## src/include/gb_debug_defines.svh

```systemverilog
`ifndef GB_DEBUG_DEFINES_SVH
`define GB_DEBUG_DEFINES_SVH

////////////////////////////////////////////////////////////////////////////
// Front panel buttons
////////////////////////////////////////////////////////////////////////////

// Step, continue, bp toggle, bp set
`define GB_N_BUTTONS 4

`define GB_TICK_DIV 4          // Clocks per debounce sample
`define GB_DEBOUNCE_TICKS 3    // Equal samples to accept a level

////////////////////////////////////////////////////////////////////////////
// Debug text overlay
////////////////////////////////////////////////////////////////////////////

`define GB_TEXT_COLS 80        // Cols 0-79
`define GB_TEXT_ROWS 30        // Rows 0-29

`endif

```

## src/hw/gb_debug_pkg.sv

```systemverilog
`include "gb_debug_defines.svh"

package gb_debug_pkg;

  typedef logic [15:0] addr_t;                     // CPU address, pc and bp
  typedef logic [`GB_N_BUTTONS-1:0] button_mask_t; // One bit per button
  typedef logic [1:0] button_idx_t;                // Button index = event code

  // Event codes, one per button
  localparam button_idx_t EV_STEP      = 2'd0;
  localparam button_idx_t EV_CONTINUE  = 2'd1;
  localparam button_idx_t EV_BP_TOGGLE = 2'd2;
  localparam button_idx_t EV_BP_SET    = 2'd3;   // Bp <= current pc

  // Text overlay
  typedef logic [6:0] char_t;   // 7-bit ASCII
  typedef logic [6:0] col_t;
  typedef logic [4:0] row_t;

  typedef enum logic [1:0] {
    ARB_IDLE,
    ARB_REQ,           // Req up, waiting for ack
    ARB_WAIT_ACK_LOW   // Req down, waiting for ack to drop
  } arb_state_e;

  typedef enum logic [1:0] {
    CTRL_HALTED,
    CTRL_STEP,   // Single run cycle
    CTRL_RUN,
    CTRL_ACK     // Halted, command still in flight
  } ctrl_state_e;

endpackage

```

## src/hw/button_sync.sv

```systemverilog
`include "gb_debug_defines.svh"

module button_sync (
  input  logic                       clk,
  input  logic                       reset,
  input  gb_debug_pkg::button_mask_t button_raw,
  output gb_debug_pkg::button_mask_t sync_level,
  output logic                       sample_tick
);

  localparam int DIV_W = $clog2(`GB_TICK_DIV);
  localparam logic [DIV_W-1:0] DIV_LAST = DIV_W'(`GB_TICK_DIV - 1);

  gb_debug_pkg::button_mask_t meta;   // First stage, may go metastable
  logic [DIV_W-1:0]           div_cnt;

  ////////////////////////////////////////////////////////////////////////////
  // Two-flop synchronizer
  ////////////////////////////////////////////////////////////////////////////

  always_ff @(posedge clk) begin
    if (reset) begin
      meta       <= '0;
      sync_level <= '0;
    end else begin
      meta       <= button_raw;
      sync_level <= meta;   // 2 cycles after the switch
    end
  end

  // Prescaler for the debounce sample tick
  always_ff @(posedge clk) begin
    if (reset) begin
      div_cnt     <= '0;
      sample_tick <= 1'b0;
    end else begin
      sample_tick <= (div_cnt == DIV_LAST);
      if (div_cnt == DIV_LAST) begin
        div_cnt <= '0;
      end else begin
        div_cnt <= div_cnt + 1'b1;
      end
    end
  end

  // Debouncers count ticks, so a tick is one clock wide
  tick_single_cycle: assert property (@(posedge clk) disable iff (reset)
    sample_tick |=> !sample_tick)
    else $error("sample_tick held high for two cycles");

endmodule

```

## src/hw/button.sv

```systemverilog
`include "gb_debug_defines.svh"

module button (
  input  logic clk,
  input  logic reset,
  input  logic level,         // Synchronized switch
  input  logic sample_tick,
  output logic pressed,       // One-cycle pulse on accepted press
  output logic pressed_disp   // Debounced level, for the LED
);

  localparam int CNT_W = $clog2(`GB_DEBOUNCE_TICKS + 1);
  localparam logic [CNT_W-1:0] CNT_LAST = CNT_W'(`GB_DEBOUNCE_TICKS - 1);

  logic [CNT_W-1:0] diff_cnt;   // Consecutive samples unlike the accepted level

  ////////////////////////////////////////////////////////////////////////////
  // Debounce
  ////////////////////////////////////////////////////////////////////////////

  // pressed_disp doubles as the accepted level
  always_ff @(posedge clk) begin
    if (reset) begin
      diff_cnt     <= '0;
      pressed_disp <= 1'b0;
      pressed      <= 1'b0;
    end else begin
      pressed <= 1'b0;   // Default, pulse only
      if (sample_tick) begin
        if (level != pressed_disp) begin
          if (diff_cnt == CNT_LAST) begin
            // Enough equal samples, take the new level
            pressed_disp <= level;
            pressed      <= level;   // Only the rising flip is a press
            diff_cnt     <= '0;
          end else begin
            diff_cnt <= diff_cnt + 1'b1;
          end
        end else begin
          diff_cnt <= '0;   // Bounce back, start over
        end
      end
    end
  end

  // A held button must give one press only
  press_is_pulse: assert property (@(posedge clk) disable iff (reset)
    pressed |=> !pressed)
    else $error("pressed high for two cycles");

endmodule

```

## src/hw/key_event_arbiter.sv

```systemverilog
`include "gb_debug_defines.svh"

module key_event_arbiter (
  input  logic                       clk,
  input  logic                       reset,
  input  gb_debug_pkg::button_mask_t pressed,
  output logic                       event_req,
  output gb_debug_pkg::button_idx_t  event_code,
  input  logic                       event_ack
);

  gb_debug_pkg::arb_state_e   state;
  gb_debug_pkg::button_mask_t pending;     // Presses not yet sent
  gb_debug_pkg::button_mask_t cand;        // Pending plus this cycle's presses
  gb_debug_pkg::button_mask_t load_mask;   // Bit taken by this load
  gb_debug_pkg::button_idx_t  sel;
  logic                       load;

  // Lowest index wins
  function automatic gb_debug_pkg::button_idx_t lowest_set(
    input gb_debug_pkg::button_mask_t m);
    lowest_set = '0;
    for (int i = `GB_N_BUTTONS - 1; i >= 0; i--) begin
      if (m[i]) lowest_set = gb_debug_pkg::button_idx_t'(i);
    end
  endfunction

  assign cand = pending | pressed;
  assign sel  = lowest_set(cand);
  // New event only from idle or once the last ack has dropped
  assign load = (|cand) && ((state == gb_debug_pkg::ARB_IDLE) ||
                ((state == gb_debug_pkg::ARB_WAIT_ACK_LOW) && !event_ack));
  assign load_mask = load ? (gb_debug_pkg::button_mask_t'(1) << sel) : '0;

  ////////////////////////////////////////////////////////////////////////////
  // Four-phase req/ack sequencing
  ////////////////////////////////////////////////////////////////////////////

  always_ff @(posedge clk) begin
    if (reset) begin
      state      <= gb_debug_pkg::ARB_IDLE;
      pending    <= '0;
      event_req  <= 1'b0;
      event_code <= '0;
    end else begin
      pending <= cand & ~load_mask;   // Repeat press merges into its bit
      if (load) begin
        event_code <= sel;   // Held until the next load
      end
      case (state)
        gb_debug_pkg::ARB_IDLE: begin
          if (load) begin
            event_req <= 1'b1;
            state     <= gb_debug_pkg::ARB_REQ;
          end
        end
        gb_debug_pkg::ARB_REQ: begin
          if (event_ack) begin
            event_req <= 1'b0;
            state     <= gb_debug_pkg::ARB_WAIT_ACK_LOW;
          end
        end
        gb_debug_pkg::ARB_WAIT_ACK_LOW: begin
          if (!event_ack) begin
            event_req <= load;   // Back to back if more is pending
            state     <= load ? gb_debug_pkg::ARB_REQ : gb_debug_pkg::ARB_IDLE;
          end
        end
        default: state <= gb_debug_pkg::ARB_IDLE;
      endcase
    end
  end

  // Controller samples the code any time during req
  code_stable: assert property (@(posedge clk) disable iff (reset)
    event_req && $past(event_req) |-> $stable(event_code))
    else $error("event_code changed while event_req high");

endmodule

```

## src/hw/debug_controller.sv

```systemverilog
module debug_controller (
  input  logic                      clk,
  input  logic                      reset,
  input  logic                      event_req,
  input  gb_debug_pkg::button_idx_t event_code,
  output logic                      event_ack,
  input  gb_debug_pkg::addr_t       cpu_pc,
  output logic                      cpu_run,
  output logic                      debug_halt,
  output gb_debug_pkg::addr_t       bp_addr,
  output logic                      bp_enable
);

  gb_debug_pkg::ctrl_state_e state;
  logic                      cmd_valid;   // New command, not yet acked
  logic                      run_first;   // First cycle of a continue
  logic                      bp_hit;

  assign cmd_valid = event_req && !event_ack;

  // No hit on the first run cycle, so continue leaves a breakpoint
  assign bp_hit = (state == gb_debug_pkg::CTRL_RUN) && !run_first &&
                  bp_enable && (cpu_pc == bp_addr);

  // Hit stops the CPU in the same cycle, pc stays on the breakpoint
  assign cpu_run = (state == gb_debug_pkg::CTRL_STEP) ||
                   ((state == gb_debug_pkg::CTRL_RUN) && !bp_hit);
  assign debug_halt = !cpu_run;

  ////////////////////////////////////////////////////////////////////////////
  // Command handling and run control
  ////////////////////////////////////////////////////////////////////////////

  always_ff @(posedge clk) begin
    if (reset) begin
      state     <= gb_debug_pkg::CTRL_HALTED;
      event_ack <= 1'b0;
      run_first <= 1'b0;
      bp_addr   <= '0;
      bp_enable <= 1'b0;
    end else begin
      // Ack one cycle after req, drop once req is gone
      if (cmd_valid) begin
        event_ack <= 1'b1;
      end else if (!event_req) begin
        event_ack <= 1'b0;
      end
      run_first <= 1'b0;
      // Breakpoint commands act in any state
      if (cmd_valid && (event_code == gb_debug_pkg::EV_BP_SET)) begin
        bp_addr <= cpu_pc;
      end
      if (cmd_valid && (event_code == gb_debug_pkg::EV_BP_TOGGLE)) begin
        bp_enable <= !bp_enable;
      end
      case (state)
        gb_debug_pkg::CTRL_HALTED: begin
          if (cmd_valid) begin
            case (event_code)
              gb_debug_pkg::EV_STEP: state <= gb_debug_pkg::CTRL_STEP;
              gb_debug_pkg::EV_CONTINUE: begin
                state     <= gb_debug_pkg::CTRL_RUN;
                run_first <= 1'b1;
              end
              default: state <= gb_debug_pkg::CTRL_ACK;   // Bp only, stay halted
            endcase
          end
        end
        gb_debug_pkg::CTRL_STEP: state <= gb_debug_pkg::CTRL_ACK;   // One cycle only
        gb_debug_pkg::CTRL_RUN: begin
          if (cmd_valid && (event_code == gb_debug_pkg::EV_STEP)) begin
            state <= gb_debug_pkg::CTRL_STEP;   // Last cycle, then halt
          end else if (cmd_valid && (event_code == gb_debug_pkg::EV_CONTINUE)) begin
            run_first <= 1'b1;
          end else if (bp_hit) begin
            state <= gb_debug_pkg::CTRL_HALTED;
          end
        end
        gb_debug_pkg::CTRL_ACK: begin
          if (!event_req) state <= gb_debug_pkg::CTRL_HALTED;
        end
        default: state <= gb_debug_pkg::CTRL_HALTED;
      endcase
    end
  end

  // Four-phase rule, controller side
  ack_needs_req: assert property (@(posedge clk) disable iff (reset)
    $rose(event_ack) |-> event_req)
    else $error("event_ack rose without event_req");

endmodule

```

## src/hw/debugger_text.sv

```systemverilog
`include "gb_debug_defines.svh"

module debugger_text (
  input  logic                clk,
  input  logic                reset,
  input  gb_debug_pkg::col_t  x,          // Screen cursor column
  input  gb_debug_pkg::row_t  y,          // Screen cursor row
  input  gb_debug_pkg::addr_t reg_pc,
  input  gb_debug_pkg::addr_t bp_addr,
  input  logic                bp_enable,
  input  logic                debug_halt,
  output gb_debug_pkg::char_t chr         // One cycle after x, y
);

  localparam gb_debug_pkg::char_t CH_SPACE = 7'h20;

  gb_debug_pkg::char_t next_chr;
  logic                in_range;

  // Drop the top bit of an 8-bit literal
  function automatic gb_debug_pkg::char_t ascii(input logic [7:0] c);
    ascii = c[6:0];
  endfunction

  // Upper case hex digit
  function automatic gb_debug_pkg::char_t hex_digit(input logic [3:0] n);
    if (n < 4'd10) begin
      hex_digit = 7'h30 + {3'b000, n};   // '0'..'9'
    end else begin
      hex_digit = 7'h37 + {3'b000, n};   // 'A'..'F'
    end
  endfunction

  assign in_range = (x < 7'(`GB_TEXT_COLS)) && (y < 5'(`GB_TEXT_ROWS));

  ////////////////////////////////////////////////////////////////////////////
  // Row 0 status line   "PC=xxxx BP=xxxx E H"
  ////////////////////////////////////////////////////////////////////////////

  always_comb begin
    next_chr = CH_SPACE;   // Blank everywhere else
    if (in_range && (y == '0)) begin
      case (x)
        7'd0:  next_chr = ascii("P");
        7'd1:  next_chr = ascii("C");
        7'd2:  next_chr = ascii("=");
        7'd3:  next_chr = hex_digit(reg_pc[15:12]);
        7'd4:  next_chr = hex_digit(reg_pc[11:8]);
        7'd5:  next_chr = hex_digit(reg_pc[7:4]);
        7'd6:  next_chr = hex_digit(reg_pc[3:0]);
        7'd8:  next_chr = ascii("B");
        7'd9:  next_chr = ascii("P");
        7'd10: next_chr = ascii("=");
        7'd11: next_chr = hex_digit(bp_addr[15:12]);
        7'd12: next_chr = hex_digit(bp_addr[11:8]);
        7'd13: next_chr = hex_digit(bp_addr[7:4]);
        7'd14: next_chr = hex_digit(bp_addr[3:0]);
        7'd16: next_chr = bp_enable ? ascii("E") : ascii("-");
        7'd18: next_chr = debug_halt ? ascii("H") : ascii("R");
        default: next_chr = CH_SPACE;
      endcase
    end
  end

  always_ff @(posedge clk) begin
    if (reset) begin
      chr <= CH_SPACE;
    end else begin
      chr <= next_chr;
    end
  end

endmodule

```

## src/hw/gb_debug_panel.sv

```systemverilog
`include "gb_debug_defines.svh"

module gb_debug_panel (
  input  logic                       clk,
  input  logic                       reset,
  input  gb_debug_pkg::button_mask_t button_raw,   // Raw push buttons
  output gb_debug_pkg::button_mask_t led,          // Debounced levels
  input  gb_debug_pkg::addr_t        cpu_pc,
  output logic                       cpu_run,
  output logic                       debug_halt,
  input  gb_debug_pkg::col_t         text_x,
  input  gb_debug_pkg::row_t         text_y,
  output gb_debug_pkg::char_t        text_chr
);

  gb_debug_pkg::button_mask_t sync_level;
  gb_debug_pkg::button_mask_t pressed;      // Press pulses, one per button
  gb_debug_pkg::button_idx_t  event_code;
  gb_debug_pkg::addr_t        bp_addr;
  logic                       sample_tick;
  logic                       event_req;
  logic                       event_ack;
  logic                       bp_enable;

  button_sync u_button_sync (
    .clk(clk), .reset(reset), .button_raw(button_raw),
    .sync_level(sync_level), .sample_tick(sample_tick)
  );

  // One debouncer per button
  for (genvar i = 0; i < `GB_N_BUTTONS; i++) begin : g_button
    button u_button (
      .clk(clk), .reset(reset), .level(sync_level[i]), .sample_tick(sample_tick),
      .pressed(pressed[i]), .pressed_disp(led[i])
    );
  end

  key_event_arbiter u_key_event_arbiter (
    .clk(clk), .reset(reset), .pressed(pressed),
    .event_req(event_req), .event_code(event_code), .event_ack(event_ack)
  );

  debug_controller u_debug_controller (
    .clk(clk), .reset(reset),
    .event_req(event_req), .event_code(event_code), .event_ack(event_ack),
    .cpu_pc(cpu_pc), .cpu_run(cpu_run), .debug_halt(debug_halt),
    .bp_addr(bp_addr), .bp_enable(bp_enable)
  );

  // Status row of the overlay
  debugger_text u_debugger_text (
    .clk(clk), .reset(reset), .x(text_x), .y(text_y),
    .reg_pc(cpu_pc), .bp_addr(bp_addr), .bp_enable(bp_enable),
    .debug_halt(debug_halt), .chr(text_chr)
  );

endmodule

```

## config.mk

```make
export PLATFORM = sky130hd
export DESIGN_NAME = gb_debug_panel
export DESIGN_NICKNAME = d
export VERILOG_FILES = /design/src/hw/gb_debug_pkg.sv /design/src/hw/button_sync.sv /design/src/hw/button.sv /design/src/hw/key_event_arbiter.sv /design/src/hw/debug_controller.sv /design/src/hw/debugger_text.sv /design/src/hw/gb_debug_panel.sv
export VERILOG_INCLUDE_DIRS = /design/src /design/src/include
export SDC_FILE = /design/constraint.sdc
export NUM_CORES = 1
export LEC_CHECK = 0
export ABC_AREA = 1
export BUFFER_PORTS_ARGS = -buffer_cell sky130_fd_sc_hd__buf_4
export CAP_MARGIN = 10
export CORE_UTILIZATION = 55
export CTS_CLUSTER_DIAMETER = 80
export DETAILED_ROUTE_END_ITERATION = 16
export PLACE_DENSITY = 0.76
export SYNTH_ARGS = -nofsm -noshare
export SYNTH_HDL_FRONTEND = slang
export SYNTH_SLANG_ARGS = --single-unit
```

## constraint.sdc

```tcl
create_clock -name clk -period 3.9 [get_ports clk]
set_input_delay 0.78 -clock clk [delete_from_list [all_inputs] [get_ports clk]]
set_output_delay 0.78 -clock clk [all_outputs]
set_load 0.005 [all_outputs]
```

# --- Word-level counts from Yosys, hierarchy flattened ---
# Cells that the tools add are included.
word_totals:
  reg_bits: 64
  input_bits: 34
  output_inout_bits: 13
  wordCells: 201
classes:
  addsub: 21
  n_lt_le_gt_ge: 10
  eq_ne: 41
  shift: 1
  muxes: 47
  bitwise: 13
  n_reduce_logical: 42
ops:
  columns: ["operator", "n"]
  rows:
  - ["$add 6x4->7 const A", 16]
  - ["$pmux 7 s14", 1]
  - ["$mux 7", 9]
  - ["$eq 7x4->1 const B", 7]
  - ["$mux 2", 20]
  - ["$lt 4x4->1 const B", 8]
  - ["$eq 7x3->1 const B", 3]
  - ["$eq 2x2->1 const B", 10]
  - ["$reduce_or 4->1", 5]
  - ["$eq 16x16->1", 1]
  - ["$reduce_and 3->1", 5]
  - ["$eq 7x2->1 const B", 2]
  - ["$eq 7x5->1 const B", 2]
  - ["$logic_and 1x1->1", 13]
  - ["$add 2x1->2 const B", 5]
  - ["$mux 1", 10]
  - ["$not 1->1", 10]
  - ["$ne 2x1->1 const B", 4]
  - ["$pmux 2 s4", 1]
  - ["$reduce_and 4->1", 2]
  - ["$reduce_or 2->1", 4]
  - ["$eq 7x1->1 const B", 1]
  - ["$logic_not 7->1", 1]
  - ["$lt 7x7->1 const B", 1]
  - ["21 further kinds", 34]

# --- Logic depth before layout (Yosys ltp) ---
# Gate-level depths: netlist of the first run.
logic_depth:
  word_depth: 9
  ltp_mapped: 12
  ltp_nobuf: 12

# --- By module ---
# From an unflattened synthesis of the first run, not the netlist that was laid out.
unflattened:
  hier_cells: 744
  area_unflattened_um2: 4469.3
modules_own_cells:
  columns: ["mod", "n_inst", "cells_each", "area_per_inst_um2", "seq_area_each_um2"]
  rows:
  - ["debugger_text", 1, 378, 1815.5, 140.1]
  - ["debug_controller", 1, 176, 1163.6, 420.4]
  - ["button", 4, 26, 185.2, 80.1]
  - ["key_event_arbiter", 1, 50, 416.6, 180.2]
  - ["button_sync", 1, 36, 332.8, 220.2]

# --- Worst setup path before layout of the first run ---
# No wires, ideal clock.
synth_timing:
  kind: "input-to-output"
  from: "in cpu_pc[12]"
  to: "out debug_halt"
  t_arrival_ns: 1.434
  required_time_ns: 3.120
  path_slack_ns: 1.686
  path_stages: 10
  n_path_buf: 0
  cell_sequence: "inv_1 nand2_1 nand2_1 nor2_1 nand2_1 nor2_1 nand3_1 nand2_1 nand2_1 inv_1"
synth_between:
  elab_chain_len: 6
synth_lines:
  columns: ["item", "line", "rtl"]
  rows:
  - ["from (decl)", "gb_debug_panel.sv:8", "input gb_debug_pkg::addr_t cpu_pc,"]
  - ["$eq 16x16->1", "debug_controller.sv:23", "bp_enable && (cpu_pc == bp_addr);"]
  - ["$logic_and 1x1->1", "debug_controller.sv:23", null]
  - ["$logic_not 1->1", "debug_controller.sv:27", "((state == gb_debug_pkg::CTRL_RUN) && !bp_hit);"]
  - ["$logic_and 1x1->1", "debug_controller.sv:27", null]
  - ["$logic_or 1x1->1", "debug_controller.sv:26", "assign cpu_run = (state == gb_debug_pkg::CTRL_STEP) ||"]
  - ["via cpu_run", "gb_debug_panel.sv:9", "output logic cpu_run,"]
  - ["$logic_not 1->1", "debug_controller.sv:28", "assign debug_halt = !cpu_run;"]
  - ["to (decl)", "gb_debug_panel.sv:10", "output logic debug_halt,"]
# The timed path passes the listed nets, and every way through them passes these cells.

# --- Worst setup path after layout of the first run ---
layout_timing:
  from: "in cpu_pc[11]"
  to: "out debug_halt"
layout_between:
  elab_chain_len: 6
layout_lines:
  columns: ["item", "line"]
  rows:
  - ["$eq 16x16->1", "debug_controller.sv:23"]
  - ["$logic_and 1x1->1", "debug_controller.sv:23"]
  - ["$logic_not 1->1", "debug_controller.sv:27"]
  - ["$logic_and 1x1->1", "debug_controller.sv:27"]
  - ["$logic_or 1x1->1", "debug_controller.sv:26"]
  - ["$logic_not 1->1", "debug_controller.sv:28"]
# No other way between the ends.

==> results_dict.tcl, run 1 <==
set metrics [dict create \
    status "completed" \
    clock_skew_ns 0.01087 \
    p_switching_uw 404.6 \
    hpwlAfterDp_um 8416 \
    grt_pass1_vias 3831 \
    wl_per_cell_um 13.65 \
    max-cap-violations 0 \
    antenna_found_initial 0 \
    grt_overflow 0 \
    cts_resized 0 \
    nFillCells 641 \
    vias_per_cell 5.367 \
    hp-class "reg -> reg" \
    ir_worst_vdd_mv 0.3124 \
    fmax_mhz 373.0 \
    synth_seq_area_share 0.3172 \
    slew_violations 0 \
    fin_area_um2 4684 \
    synth_top_area_cell "dfxtp_1" \
    power.total_mw 1.589 \
    place_ws_ns 1.245 \
    worstReg2RegEnd "u_debugger_text.chr[6]$_SDFF_PP0_" \
    cts_setup_buffers 0 \
    cts_tree "done" \
    cts_buffers 9 \
    synth_seq_cells 64 \
    port_buffers 46 \
    critPathArrivalTime_ns 1.90 \
    ys_top_cells_by_area "dfxtp_1 32%, nand2_1 16%, inv_1 9.0%" \
    crit_required_ns 3.12 \
    multi_input_area_um2 2280 \
    finalNonFillerCells 802 \
    fin_crit_sh 0.6874 \
    powerDensity_nw_per_um2 339.1 \
    syn-instance-count 658 \
    drt_pass1_iterations 5 \
    crit_path_start "cpu_pc[11]" \
    dieArea_um2 7690 \
    seqPwrFrac 0.424 \
    clock_latency_ns 0.34 \
    internal_power_mw 1.184 \
    gp_congestion 0.9910 \
    fp-row-count 30 \
    p_clk_frac 0.456 \
    hold_viol_final 0 \
    setup_tns_ns 0 \
    fin_util 0.6746 \
    fin_hold_ws_ns 0.3998 \
    r2r_setup_slack_ns 2.22 \
    post-place-cells 786 \
    cts.sinks 64 \
    worstPathMaxFanout 5 \
    ant_nets 0 \
    layout_min_cycle_time_ns 2.681 \
    synth_cell_types 39 \
    register_area_um2 1281 \
    die_h_um 87.70 \
    die_w_um 87.70 \
    pin_count 47 \
    synth_top_cell_area_share 0.3172 \
    drtIter0Drc 197 \
    fin_ws_ns 1.219 \
    clk_pin_slew_ns 0.08 \
    area_growth_pct 15.99 \
    slew-limit-headroom 0.5512 \
    drive_above_1_share 0.1246 \
    clock-root-buffer "clkbuf_8" \
    r2r_start "u_debug_controller.bp_addr[6]$_SDFFE_PP0P_" \
    drt_wl_total_um 10950 \
    core_um2 6944 \
    syn_area_per_cell_um2 6.138 \
    switching_share 0.2547 \
    yosys_warnings 0 \
    comb_power_share 0.120 \
    syn_nets 701 \
    rsz0062_at_grt "no" \
    cts_buffer_depth 2 \
    grt_use_total 0.3012 \
    vias 4304 \
    initial_utilization 0.5816 \
    syn_area_um2 4039 \
    ctsHoldBuffers 0 \
    cp-end-kind "output pin" \
    drc 0 \
    setup_viol 0 \
    placed_area_um2 4432 \
    grt_pass1_wl_um 17800 \
    leakage_nw 2.195 \
    cp-start-kind "input pin" \
    final_net_count 744 \
    cts_max_level 3 \
    crit_path_end "debug_halt" \
    worstRegToRegCells 8 \
    num_antenna_cells 0 \
    critPathKind "in -> out" \
    grt_max_degree 37 \
    worstMarginPinSlew_ns 0.6725 \
]
[state kept, by name (all words and copies together), names as in the netlist]
signal / cells
u_button_sync.sample_tick: 1
u_button_sync.meta: 4
u_debug_controller.run_first: 1
g_button.u_button.pressed_disp: 4
g_button.u_button.pressed: 4
u_key_event_arbiter.event_code: 2
u_debug_controller.state: 2
u_key_event_arbiter.event_req: 1
u_key_event_arbiter.pending: 4
u_key_event_arbiter.state: 2
u_debug_controller.bp_enable: 1
u_debug_controller.bp_addr: 16
u_button_sync.div_cnt: 2
u_button_sync.sync_level: 4
g_button.u_button.diff_cnt: 8
u_debug_controller.event_ack: 1
u_debugger_text.chr: 7
[metal layers]
layer | vias up | GRT usage | wire [um]
li1 | 2200 | - | -
met4 | 0 | 0.1446 | 362
met5 | - | 0 | 0
met3 | 24 | 0.05844 | 471
met2 | 127 | 0.5206 | 5384
met1 | 1953 | 0.3590 | 4730
[power groups by stage]
stage / Sequential (mW) / Clock, mW / Combinational, mW
global placement: 0.688 / 0 / 0.183
global route: 0.675 / 0.763 / 0.213
floorplan: 0.686 / 0 / 0.115
CTS: 0.673 / 0.733 / 0.189
detailed placement: 0.689 / 0 / 0.187
finish: 0.673 / 0.725 / 0.190
[cell type report]
cell class,count,share of cell area
multi-input combinational,473,0.4866
sequential,64,0.2735
inverter,106,0.08494
timing repair buffer,47,0.07532
clock buffer,10,0.02938
tap,96,0.02564
clock inverter,6,0.02457
[cells in the mapped netlist, drive strengths merged]
master / n
nand4: 10
nand2: 171
buf: 6
a31o: 1
o211ai: 2
nor3: 31
a22oi: 3
o21a: 2
and2: 1
a211oi: 1
o22ai: 1
clkbuf: 9
and3: 1
ha: 9
nand3b: 3
a221oi: 1
clkinv: 1
nor4: 5
o21ai: 56
nor3b: 1
or2: 1
inv: 105
a21oi: 38
nor2: 84
nand3: 41
dfxtp: 64
a31oi: 4
xor2: 6
[worst max-delay path: stages]
cell,delay [ns]
buf_4,0.11
inv_1,0.06
nand2_1,0.08
nand2_1,0.07
nor2_1,0.09
nand2_1,0.06
nor2_1,0.17
nand3_1,0.13
nand2_1,0.10
nand2_1,0.09
inv_1,0.06
buf_4,0.10
[cells in the final DEF, fill, tap and decap left out, types with 9 or more instances in the layout]
master,synthesis,final
nand2_1,170,170
clkbuf_8,0,10
inv_1,97,97
buf_4,4,47
nor2_1,79,79
o21ai_0,53,53
dfxtp_1,64,64
nand3_1,40,40
nor3_1,26,26
a21oi_1,35,35
ha_1,9,9
nand4_1,10,10
[cell families after synthesis]
| logic type | after synthesis | synth area share |
|---|---|---|
| AND/OR/NAND/NOR | 349 | 0.3773 |
| AO/OA/AOI/OAI | 109 | 0.1462 |
| buffers and inverters | 121 | 0.1183 |
| adder cells (fa/ha/maj) | 9 | 0.02788 |
| XOR/XNOR | 6 | 0.01301 |
| flip-flops | 64 | 0.3172 |
[worst min path at each step]
stage	from	end	slack, ns	depth (start not counted)
2_1_floorplan	u_button_sync.meta[0]$_SDFF_PP0_	u_button_sync.sync_level[0]$_SDFF_PP0_	0.39	2
3_3_place_gp	u_button_sync.meta[2]$_SDFF_PP0_	u_button_sync.sync_level[2]$_SDFF_PP0_	0.39	2
3_5_place_dp	u_button_sync.meta[3]$_SDFF_PP0_	u_button_sync.sync_level[3]$_SDFF_PP0_	0.40	2
4_1_cts	u_button_sync.meta[0]$_SDFF_PP0_	u_button_sync.sync_level[0]$_SDFF_PP0_	0.41	2
5_1_grt	u_button_sync.meta[2]$_SDFF_PP0_	u_button_sync.sync_level[2]$_SDFF_PP0_	0.41	2
6_report	u_button_sync.meta[0]$_SDFF_PP0_	u_button_sync.sync_level[0]$_SDFF_PP0_	0.40	2
No activity file was read; power rests on OpenSTA's default activity.
==> inputs of run 2 (changes only) <==
ABC_AREA = 0   (was 1)
CORE_UTILIZATION = 53   (was 55)
PLACE_DENSITY = 0.77   (was 0.76)
clock period = 2.2 ns   (was 3.9 ns; I/O delays follow)
==> run 2 against run 1 <==
Compared with the run above:
- critical endpoint is now cpu_run
- final cell count is 17% lower
- global-route usage is 2.9 points lower
- sequential share of layout area is 0.79 points higher
- the run now ends with negative setup slack left
- combinational power is 43% higher
- worst setup slack worse by 1.4 ns
- critical path depth is 6 lower
- core utilization is 2.1 points lower
==> results_dict.tcl, run 2 <==
set metrics [dict create \
    synth_edf_count 0 \
    post-place-cells 647 \
    grt_pass1_vias 3392 \
    syn-instance-count 528 \
    pin_count 47 \
    synth-async-reset-ratio 0 \
    syn_area_um2 3923 \
    dieArea_um2 7749 \
    vias 3796 \
    cts_max_level 3 \
    cts_buffers 9 \
    crit_required_ns 1.76 \
    die_w_um 88.03 \
    synth_top_cell_area_share 0.3266 \
    ctsHoldBuffers 0 \
    slew_violations 0 \
    grt_use_total 0.2717 \
    initial_utilization 0.5618 \
    rsz0062_at_grt "yes" \
    yosys_warnings 0 \
    synth_cell_types 55 \
    drive_above_1_share 0.1625 \
    final_net_count 605 \
    cts_setup_buffers 0 \
    die_h_um 88.03 \
    cp-start-kind "flip-flop" \
    cp-end-kind "output pin" \
    gp_congestion 0.9712 \
    largestRegisters "u_debug_controller.bp_addr (16), g_button.u_button.diff_cnt (8), u_debugger_text.chr (7)" \
    port_buffers 46 \
    fin_area_um2 4562 \
    cts_buffer_depth 2 \
    grt_pass1_wl_um 16140 \
    critPathKind "reg -> out" \
    layout_commonest_cell "buf_4" \
    antenna_found_initial 0 \
    synth_seq_area_share 0.3266 \
    hp-class "in -> reg" \
    ys_top_cells_by_area "dfxtp_1 33%, a21oi_1 7.7%, nand2_1 6.1%" \
    drc 0 \
    layout_common_cells "65 x buf_4, 64 x nand2_1, 62 x dfxtp_1" \
    clock_latency_ns 0.34 \
    clock-root-buffer "clkbuf_8" \
    syn_area_per_cell_um2 7.429 \
    status "complete, but fails checks" \
    slew-limit-headroom 0.5763 \
    fin_ws_ns -0.1840 \
    cts.sinks 64 \
    placed_area_um2 4358 \
    max-cap-violations 0 \
    fp-row-count 30 \
    critPathArrivalTime_ns 1.94 \
    area_growth_pct 16.30 \
    drt_wl_total_um 9822 \
    setup_viol 2 \
    powerDensity_nw_per_um2 511.4 \
    core_um2 6982 \
    clock_skew_ns 0.006521 \
    clk_pin_slew_ns 0.07 \
    worstPathMaxFanout 3 \
    cts_resized 7 \
    layout_min_cycle_time_ns 2.384 \
    power.total_mw 2.333 \
    wl_per_cell_um 14.84 \
    ant_nets 0 \
    synthTopCellsByCount "64 x dfxtp_1, 64 x nand2_1, 60 x a21oi_1" \
    leakage_nw 1.708 \
    violations "negative setup slack" \
    largest_register_ffs 16 \
    synth_top_area_cell "dfxtp_1" \
    ys.flop_type "dfxtp_1" \
    drt_pass1_iterations 5 \
    hold_viol_final 0 \
    finalNonFillerCells 662 \
    cts_tree "done" \
    setup_tns_ns -0.3036 \
    hpwlAfterDp_um 7274 \
    grt_overflow 0 \
    fmax_mhz 419.5 \
    fin_hold_ws_ns 0.3040 \
    num_antenna_cells 0 \
    largest_register "u_debug_controller.bp_addr" \
    drtIter0Drc 243 \
    ir_worst_vdd_mv 0.5516 \
    grt_max_degree 53 \
    synth_seq_cells 64 \
    syn_nets 571 \
    vias_per_cell 5.734 \
    fin_crit_sh 1.084 \
    worstMarginPinSlew_ns 0.6355 \
]
## run 2: per-stage QoR
| step | setup slack, ns | util |
|---|---|---|
| after global placement | -0.1212 | 0.6242 |
| after global routing | -0.2861 | 0.6534 |
| after CTS | -0.1731 | 0.6534 |
| after detailed placement | -0.1299 | 0.6242 |
| after floorplan | 0.1323 | - |
| final | -0.1840 | 0.6534 |
## run 2: cells by family after synthesis
logic type      count (synthesis)  share of synthesized area
compound gates                135                     0.2022
buf+inv                        69                    0.07081
fa+ha+maj                       9                    0.02871
flops                          64                     0.3266
xor+xnor                       34                    0.07592
simple gates                  208                     0.2724
mux                             9                    0.02329
## run 2: final cells by class
| cell class | count | area, um^2 |
|---|---|---|
| tap | 96 | 120.1 |
| multi-input combinational | 395 | 2390 |
| fill | 637 | 2420 |
| sequential | 64 | 1284 |
| timing repair buffer | 66 | 499.2 |
| clock inverter | 5 | 33.78 |
| clock buffer | 10 | 137.6 |
| inverter | 26 | 97.59 |
## run 2: power breakdown
| group | switching, mW | internal, mW |
|---|---|---|
| clock network | 0.452 | 0.430 |
| logic | 0.153 | 0.119 |
| registers | 0.00740 | 1.17 |
| total | 0.612 | 1.72 |
## run 2: critical path, stage by stage, from the launching register on
cell and delay (ns):
dfxtp_2 0.34, xor2_1 0.17, or4_4 0.55, nor4_4 0.17, a21o_1 0.19, inv_1 0.07, buf_6 0.11
## run 2: per-layer routing
metal | routed length (um) | global-route usage | up-vias
li1 | - | - | 1913
met2 | 4418 | 0.4242 | 126
met4 | 156 | 0.08944 | 0
met1 | 4614 | 0.3743 | 1742
met3 | 633 | 0.05655 | 15
met5 | 0 | 0 | -
## run 2: worst paths after layout
| check | from | endpoint | slack (ns) | cells past startpoint |
|---|---|---|---|---|
| hold reg to reg | u_button_sync.div_cnt[0]$_SDFF_PP0_ | u_button_sync.div_cnt[0]$_SDFF_PP0_ | 0.43 | 1 |
| setup reg to reg | u_debug_controller.bp_addr[9]$_SDFFE_PP0P_ | u_debugger_text.chr[2]$_SDFF_PP0_ | 0.20 | 8 |
| hold / removal | button_raw[2] | u_button_sync.meta[2]$_SDFF_PP0_ | 0.30 | 2 |
| setup / recovery | u_debug_controller.bp_addr[12]$_SDFFE_PP0P_ | cpu_run | -0.18 | 6 |
